===== src/design/rc4_pkg.sv =====
/* shared RC4 types: S-box byte, RAM port request and the phase,
   shuffler and generator state encodings */
package rc4_pkg;

    // one S-box entry, also used as an index
    typedef logic [7:0] rc4_byte_t;

    // single RAM port request, read when we is low
    typedef struct packed {
        rc4_byte_t addr;
        rc4_byte_t wdata;
        logic      we;
    } ram_req_t;

    typedef enum logic [1:0] {
        PH_IDLE,
        PH_INIT,
        PH_SHUFFLE,
        PH_GENERATE
    } phase_t;

    typedef enum logic [1:0] {
        SH_AWAIT_START,
        SH_READ,    // read s[i], then s[j]
        SH_WRITE    // write s[i], then s[j]
    } shuffle_state_t;

    typedef enum logic [2:0] {
        GEN_IDLE,
        GEN_READ_I,
        GEN_READ_J,
        GEN_WRITE_I,
        GEN_WRITE_J,
        GEN_READ_T,
        GEN_OUT
    } gen_state_t;

endpackage


===== src/design/keystream_gen.sv =====
/* RC4 pseudo-random generation, one keystream byte per accepted request */
`timescale 1ns/1ps

module keystream_gen (
    input  logic               clk,
    input  logic               reset,
    input  logic               enable,
    input  logic               ks_req,
    input  rc4_pkg::rc4_byte_t ram_out,
    output rc4_pkg::ram_req_t  req,
    output logic               ready,
    output logic               ks_valid,
    output rc4_pkg::rc4_byte_t ks_byte
);
    import rc4_pkg::*;

    gen_state_t state;
    rc4_byte_t  i;
    rc4_byte_t  j;
    rc4_byte_t  si;
    rc4_byte_t  sj;
    rc4_byte_t  next_j;
    rc4_byte_t  t_addr;

    assign next_j = j + ram_out;   // ram_out is s[i] in GEN_READ_J
    assign t_addr = si + sj;
    assign ready  = enable && (state == GEN_IDLE);

    always_comb begin
        req = '0;
        case (state)
            GEN_READ_I:  req.addr = i;
            GEN_READ_J:  req.addr = next_j;
            GEN_WRITE_I: begin
                req.addr  = i;
                req.wdata = ram_out;   // old s[j]
                req.we    = 1'b1;
            end
            GEN_WRITE_J: begin
                req.addr  = j;
                req.wdata = si;
                req.we    = 1'b1;
            end
            GEN_READ_T:  req.addr = t_addr;
            default:     req = '0;
        endcase
    end

    always_ff @(posedge clk) begin
        if (reset) begin
            state    <= GEN_IDLE;
            i        <= '0;
            j        <= '0;
            ks_valid <= 1'b0;
        end else begin
            ks_valid <= 1'b0;
            if (!enable) begin
                // stream restarts from i = j = 0 on the next run
                state <= GEN_IDLE;
                i     <= '0;
                j     <= '0;
            end else begin
                case (state)
                    GEN_IDLE: begin
                        if (ks_req) begin
                            i     <= i + 8'd1;
                            state <= GEN_READ_I;
                        end
                    end
                    GEN_READ_I:  state <= GEN_READ_J;
                    GEN_READ_J: begin
                        j     <= next_j;
                        state <= GEN_WRITE_I;
                    end
                    GEN_WRITE_I: state <= GEN_WRITE_J;
                    GEN_WRITE_J: state <= GEN_READ_T;
                    GEN_READ_T:  state <= GEN_OUT;
                    GEN_OUT: begin
                        ks_valid <= 1'b1;
                        state    <= GEN_IDLE;
                    end
                    default:     state <= GEN_IDLE;
                endcase
            end
        end
    end

    // swap operands and output byte
    always_ff @(posedge clk) begin
        if (state == GEN_READ_J) begin
            si <= ram_out;
        end
        if (state == GEN_WRITE_I) begin
            sj <= ram_out;
        end
        if (state == GEN_OUT) begin
            ks_byte <= ram_out;
        end
    end

endmodule


===== src/design/ram_shuffler.sv =====
/* RC4 key-scheduling shuffle over the state RAM, four cycles per index
   in a read phase and a write phase */
`timescale 1ns/1ps

module ram_shuffler #(
    parameter int KEY_LENGTH = 3
) (
    input  logic                                clk,
    input  logic                                reset,
    input  logic                                start,
    input  rc4_pkg::rc4_byte_t [KEY_LENGTH-1:0] key,
    input  rc4_pkg::rc4_byte_t                  ram_out,
    output rc4_pkg::ram_req_t                   req,
    output logic                                finished
);
    import rc4_pkg::*;

    shuffle_state_t state;
    logic           start_q;
    logic           start_sig;
    logic           rd_tog;     // 0: read s[i], 1: read s[j]
    logic           wr_tog;     // 0: write s[i], 1: write s[j]
    rc4_byte_t      i;
    rc4_byte_t      j;
    rc4_byte_t      si;
    rc4_byte_t      next_j;
    rc4_byte_t      key_byte;

    // rising edge of start
    assign start_sig = start && !start_q;

    // top key element goes with i = 0
    assign key_byte = key[KEY_LENGTH - 1 - (i % KEY_LENGTH)];

    // wraps mod 256 through the byte width
    assign next_j = j + ram_out + key_byte;

    /*
     * read phase presents i, then the new j while s[i] is on ram_out
     * write phase stores s[j] into s[i] straight from ram_out,
     * then the saved s[i] into s[j]
     */
    always_comb begin
        req = '0;
        case (state)
            SH_READ: begin
                req.addr = rd_tog ? next_j : i;
            end
            SH_WRITE: begin
                req.we    = 1'b1;
                req.addr  = wr_tog ? j : i;
                req.wdata = wr_tog ? si : ram_out;
            end
            default: begin
                req = '0;
            end
        endcase
    end

    always_ff @(posedge clk) begin
        if (reset) begin
            state    <= SH_AWAIT_START;
            start_q  <= 1'b0;
            rd_tog   <= 1'b0;
            wr_tog   <= 1'b0;
            i        <= '0;
            j        <= '0;
            finished <= 1'b0;
        end else begin
            start_q  <= start;
            finished <= 1'b0;
            if (start_sig) begin
                // a new start always begins from index 0
                state  <= SH_READ;
                rd_tog <= 1'b0;
                wr_tog <= 1'b0;
                i      <= '0;
                j      <= '0;
            end else begin
                case (state)
                    SH_READ: begin
                        rd_tog <= ~rd_tog;
                        if (rd_tog) begin
                            j     <= next_j;
                            state <= SH_WRITE;
                        end
                    end
                    SH_WRITE: begin
                        wr_tog <= ~wr_tog;
                        if (wr_tog) begin
                            if (i == 8'hFF) begin
                                state    <= SH_AWAIT_START;
                                finished <= 1'b1;
                                i        <= '0;
                                j        <= '0;
                            end else begin
                                i     <= i + 8'd1;
                                state <= SH_READ;
                            end
                        end
                    end
                    default: begin
                        state <= SH_AWAIT_START;
                    end
                endcase
            end
        end
    end

    // s[i] kept for the second swap write
    always_ff @(posedge clk) begin
        if (state == SH_READ && rd_tog) begin
            si <= ram_out;
        end
    end

endmodule


===== src/design/rc4_controller.sv =====
/* RC4 phase sequencer: init, shuffle and generate, with the state RAM
   port routed to the active phase */
`timescale 1ns/1ps

module rc4_controller #(
    parameter int KEY_LENGTH = 3
) (
    input  logic                                clk,
    input  logic                                reset,
    input  logic                                start,
    input  rc4_pkg::rc4_byte_t [KEY_LENGTH-1:0] key,
    input  logic                                ks_req,
    output logic                                ready,
    output logic                                ks_valid,
    output rc4_pkg::rc4_byte_t                  ks_byte
);
    import rc4_pkg::*;

    phase_t    phase;
    logic      init_start;
    logic      init_done;
    logic      shuffle_start;
    logic      finished;
    logic      gen_enable;
    ram_req_t  init_req;
    ram_req_t  shuf_req;
    ram_req_t  gen_req;
    ram_req_t  ram_req;
    rc4_byte_t ram_rdata;

    assign gen_enable = (phase == PH_GENERATE);

    always_ff @(posedge clk) begin
        if (reset) begin
            phase         <= PH_IDLE;
            init_start    <= 1'b0;
            shuffle_start <= 1'b0;
        end else begin
            init_start    <= 1'b0;
            shuffle_start <= 1'b0;
            if (start) begin
                phase      <= PH_INIT;   // also restarts a run in progress
                init_start <= 1'b1;
            end else begin
                case (phase)
                    PH_INIT: begin
                        // a done left over from an aborted run is dropped
                        if (init_done && !init_start) begin
                            phase         <= PH_SHUFFLE;
                            shuffle_start <= 1'b1;
                        end
                    end
                    PH_SHUFFLE: begin
                        if (finished && !shuffle_start) begin
                            phase <= PH_GENERATE;
                        end
                    end
                    default: phase <= phase;
                endcase
            end
        end
    end

    // route the active phase, no writes while its block is being restarted
    always_comb begin
        case (phase)
            PH_INIT:     ram_req = init_req;
            PH_SHUFFLE:  ram_req = shuf_req;
            PH_GENERATE: ram_req = gen_req;
            default:     ram_req = '0;
        endcase
        if (init_start || shuffle_start) begin
            ram_req.we = 1'b0;
        end
    end

    state_ram u_state_ram (
        .clk   (clk),
        .req   (ram_req),
        .rdata (ram_rdata)
    );

    sbox_init u_sbox_init (
        .clk   (clk),
        .reset (reset),
        .start (init_start),
        .req   (init_req),
        .done  (init_done)
    );

    ram_shuffler #(
        .KEY_LENGTH (KEY_LENGTH)
    ) u_ram_shuffler (
        .clk      (clk),
        .reset    (reset),
        .start    (shuffle_start),
        .key      (key),
        .ram_out  (ram_rdata),
        .req      (shuf_req),
        .finished (finished)
    );

    keystream_gen u_keystream_gen (
        .clk      (clk),
        .reset    (reset),
        .enable   (gen_enable),
        .ks_req   (ks_req),
        .ram_out  (ram_rdata),
        .req      (gen_req),
        .ready    (ready),
        .ks_valid (ks_valid),
        .ks_byte  (ks_byte)
    );

endmodule


===== src/design/rc4_core.sv =====
/* RC4 stream cipher core, top level of the design */
`timescale 1ns/1ps

module rc4_core #(
    parameter int KEY_LENGTH = 3   // key bytes, fixed per build
) (
    input  logic                                clk,
    input  logic                                reset,
    input  logic                                start,
    // first key byte sits in element KEY_LENGTH-1
    input  rc4_pkg::rc4_byte_t [KEY_LENGTH-1:0] key,
    input  logic                                ks_req,
    output logic                                ready,
    output logic                                ks_valid,
    output rc4_pkg::rc4_byte_t                  ks_byte
);

    rc4_controller #(
        .KEY_LENGTH (KEY_LENGTH)
    ) u_rc4_controller (
        .clk      (clk),
        .reset    (reset),
        .start    (start),
        .key      (key),
        .ks_req   (ks_req),
        .ready    (ready),
        .ks_valid (ks_valid),
        .ks_byte  (ks_byte)
    );

endmodule


===== src/design/sbox_init.sv =====
/* S-box initialisation, writes s[k] = k for all 256 entries */
`timescale 1ns/1ps

module sbox_init (
    input  logic              clk,
    input  logic              reset,
    input  logic              start,
    output rc4_pkg::ram_req_t req,
    output logic              done
);
    import rc4_pkg::*;

    rc4_byte_t cnt;
    logic      busy;

    // one identity write per cycle while busy
    always_comb begin
        req.addr  = cnt;
        req.wdata = cnt;
        req.we    = busy;
    end

    always_ff @(posedge clk) begin
        if (reset) begin
            cnt  <= '0;
            busy <= 1'b0;
            done <= 1'b0;
        end else begin
            done <= busy && (cnt == 8'hFF) && !start;
            if (start) begin
                cnt  <= '0;  // restart from entry 0
                busy <= 1'b1;
            end else if (busy) begin
                cnt <= cnt + 8'd1;
                if (cnt == 8'hFF) begin
                    busy <= 1'b0;
                end
            end
        end
    end

endmodule


===== src/design/state_ram.sv =====
/* 256 x 8 single-port synchronous RAM holding the RC4 S-box */
`timescale 1ns/1ps

module state_ram (
    input  logic               clk,
    input  rc4_pkg::ram_req_t  req,
    output rc4_pkg::rc4_byte_t rdata
);
    import rc4_pkg::*;

    rc4_byte_t mem [256];

    // data for the address shows up on the next cycle
    always_ff @(posedge clk) begin
        if (req.we) begin
            mem[req.addr] <= req.wdata;
        end
        rdata <= mem[req.addr]; // old contents on a write cycle
    end

endmodule


===== config.mk =====
export PLATFORM = sky130hd
export DESIGN_NAME = rc4_core
export DESIGN_NICKNAME = d
export VERILOG_FILES = /design/src/design/rc4_pkg.sv /design/src/design/keystream_gen.sv /design/src/design/ram_shuffler.sv /design/src/design/rc4_controller.sv /design/src/design/rc4_core.sv /design/src/design/sbox_init.sv /design/src/design/state_ram.sv
export SDC_FILE = /design/constraint.sdc
export NUM_CORES = 2
export LEC_CHECK = 0
export CAP_MARGIN = 40
export CORE_UTILIZATION = 55
export CTS_CLUSTER_DIAMETER = 150
export DETAILED_ROUTE_END_ITERATION = 12
export DONT_BUFFER_PORTS = 1
export PLACE_DENSITY_LB_ADDON = 0.1
export SLEW_MARGIN = 10
export SYNTH_ARGS = -nofsm -noshare
export SYNTH_HDL_FRONTEND = slang
export SYNTH_SLANG_ARGS = --single-unit

===== constraint.sdc =====
create_clock -name clk -period 24.9 [get_ports clk]
set_input_delay 2.49 -clock clk [delete_from_list [all_inputs] [get_ports clk]]
set_output_delay 2.49 -clock clk [all_outputs]
set_load 0.1 [all_outputs]

==> metrics <==
Post-synth EDFFs=2,080; Area Overhead vs Synth=11.5%; drc violations=0; HPWL Detailed=132 mm; largest cells by area after synthesis=edfxtp_1, a22o_1, a221oi_1, nand2_1, a222oi_1; combinational group share of total power=0.008; worst-margin pin slew=1.33 ns; Avg Vias per Cell=6.76; Clk pin slew, worst setup/hold paths=0.06 ns; ys flop type=edfxtp_1; Remaining Overflow, GRT=0; yosys warns=0; PD cells=75.5 nW/um^2; total track usage=0.300; Final Core Density=0.620; CP max-delay cell=buf_4; Hold Crit Class=flip-flop to flip-flop; smallest setup slack after layout=13.30 ns; share of cells above drive strength 1=0.120; Async S/R FF share, synth=0; IO Port Bufs=0; Die X=392 um; final hold viol count=0; vias in the first global route=48,000; Post-CTS Resized=0; Peak VDD IR=0.0627 mV; largest net degree at the start of global routing=178; post-synthesis sequential area ratio=0.762; pre-CTS setup slack=13.43 ns; share of power burned in registers=0.554; 1st-iter DRT viols=7,245; Post-CTS Setup Repair Bufs=0; Worst path max stage delay=0.75 ns; startpoint types=flip-flop; post-synth top area share=0.747; crit-path max FO=64; syn avg cell area=15.9 um^2; drt pass-1 iters=10; initial core utilization=0.556; Commonest cells post-synth=edfxtp_1, nand2_1, a22o_1; drt total wl=233 mm; Clk pwr share=0.438; total CTS buffers=207; # nets final=5,357; final setup vio count=0; result of the run=completed; internal power=0.00566 W; Critical Path RT=25.62 ns; Sink Count=2,144; CTS tree=done; Crit path buffers/inverters=4; TNS Setup=0 ns; synthesized flop and latch total=2,144; hold_buf cts=0; Syn Inst Count=5,263; number of library cell types mapped by synthesis=93; Die Ht=392 um; critical path type=flip-flop to flip-flop; initial antenna violation count=8; Net Count, Synth=5,335; net load switching power=0.00137 W; Final Cycle Share=0.466; WL/cell=31.2 um; IO Pins=38; Die Area=154,000 um^2; Lkg Pwr=31.8 nW; first-pass GRT wire length=335 mm; most common cell in the netlist=edfxtp_1; Sw Share=0.195; CP top delay family=compound AO/OA/AOI/OAI gates; gpl congestion=0.866; final period demand of the worst path=11.60 ns; fin. max-slew vios=0; RSZ-0062 raised after global routing=no; row count=142; placeable core region=150,000 um^2; post-route ant nets=0; H-tree levels=4; crit path DAT=12.32 ns; Mapped Area=83,600 um^2; Worst setup EP type=flip-flop; DR vias=50,500; clk_lat worst skew=0.82 ns; CTS root buffer=clkbuf_16; MaxCap Viol Count=0; Clock Skew=0.0285 ns; slew margin rel.=0.110; Max Clock Freq=0.0862 GHz; clk buf depth=3; cell taking the most area after synthesis=edfxtp_1; crit-path most repeated cell=ha_1
## final cells by class
class                   instances  area [um^2]
repair buffers                217         2020
well taps                    2016         2520
diodes                          1         2.50
clock inverters               124         1090
inverters                      53          199
multi-input cells            2662        18100
flip-flops and latches       2144        63700
fillers                     11000        57100
clock buffers                 255         5490
## power by group through the flow
stage	Clock, W	Sequential, W	Combinational [W]
after detailed placement	0	0.00398	0.0000530
after floorplan	0	0.00398	0.0000346
after CTS	0.00311	0.00390	0.0000532
after global placement	0	0.00398	0.0000523
after global routing	0.00324	0.00390	0.0000572
final	0.00308	0.00390	0.0000538
## cell families after synthesis
kind of cell / count (synthesis) / synth area share
simple gates: 1067 / 0.0571
fa+ha+maj: 45 / 0.00760
buf+inv: 457 / 0.0237
flops: 2144 / 0.762
compound gates: 1433 / 0.135
xor+xnor: 41 / 0.00430
mux: 76 / 0.0101
## worst min-delay path, delay by kind of cell (launching register included)
kind            cells  cell delay [ns]
simple gates        1             0.06
flops               1             0.32
compound gates      1             0.05
## metrics by stage
step / instance area (um^2) / hold slack (ns) / cells / power, W
finish: 93200 / 0.480 / 7472 / 0.00703
global placement: 85800 / 0.459 / 7026 / 0.00403
floorplan: 83600 / 0.437 / 5263 / 0.00401
global route: 93200 / 0.506 / 7471 / 0.00719
detailed placement: 86500 / 0.472 / 7088 / 0.00403
CTS: 93100 / 0.483 / 7467 / 0.00706
## metal layers
metal	vias to the layer above	track usage	share of wire	wire length (um)
met5	-	0	0.000056	13
met4	2	0.115	0.040	9210
met3	459	0.0612	0.10	24200
met2	2900	0.454	0.46	107000
met1	25600	0.430	0.40	92100
li1	21500	-	-	-
## final timing paths
path                                                                    startpoint                                            endpoint  slack (ns)  cells after the start
worst min-delay path            u_rc4_controller.u_keystream_gen.j[0]$_SDFFE_PP0N_  u_rc4_controller.u_keystream_gen.j[0]$_SDFFE_PP0N_        0.48                      2
worst max register to register   u_rc4_controller.u_ram_shuffler.i[7]$_SDFFE_PP0P_       u_rc4_controller.u_state_ram.rdata[6]$_DFF_P_       13.30                     35
worst max-delay path             u_rc4_controller.u_ram_shuffler.i[7]$_SDFFE_PP0P_       u_rc4_controller.u_state_ram.rdata[6]$_DFF_P_       13.30                     35
worst min register to register  u_rc4_controller.u_keystream_gen.j[0]$_SDFFE_PP0N_  u_rc4_controller.u_keystream_gen.j[0]$_SDFFE_PP0N_        0.48                      2
## layout by cell type (no fill, tap or decap), types with 38 or more instances in the layout
master / Yosys / final
a221oi_1: 282 / 282
a21oi_1: 95 / 91
dfxtp_1: 64 / 64
clkbuf_16: 0 / 213
a222oi_1: 199 / 199
mux2_2: 47 / 47
clkinv_1: 1 / 57
a22oi_1: 90 / 90
nor3_2: 35 / 38
nor2_1: 222 / 214
inv_1: 51 / 51
nor3_1: 130 / 126
clkbuf_1: 200 / 42
o22ai_1: 233 / 233
a22o_1: 285 / 285
edfxtp_1: 2080 / 2080
nand2_1: 543 / 527
buf_4: 5 / 155
o21ai_0: 134 / 134
## sequential cells by signal, summed over array words and instances, names as in the netlist, 8 cells and up
register,cells
u_rc4_controller.u_state_ram.mem,2048
u_rc4_controller.u_ram_shuffler.j,8
u_rc4_controller.u_ram_shuffler.si,8
u_rc4_controller.u_keystream_gen.sj,8
u_rc4_controller.u_sbox_init.cnt,8
u_rc4_controller.u_keystream_gen.i,8
u_rc4_controller.u_keystream_gen.ks_byte,8
u_rc4_controller.u_keystream_gen.j,8
u_rc4_controller.u_state_ram.rdata,8
u_rc4_controller.u_ram_shuffler.i,8
u_rc4_controller.u_keystream_gen.si,8
(Power assumes the default switching activity.)
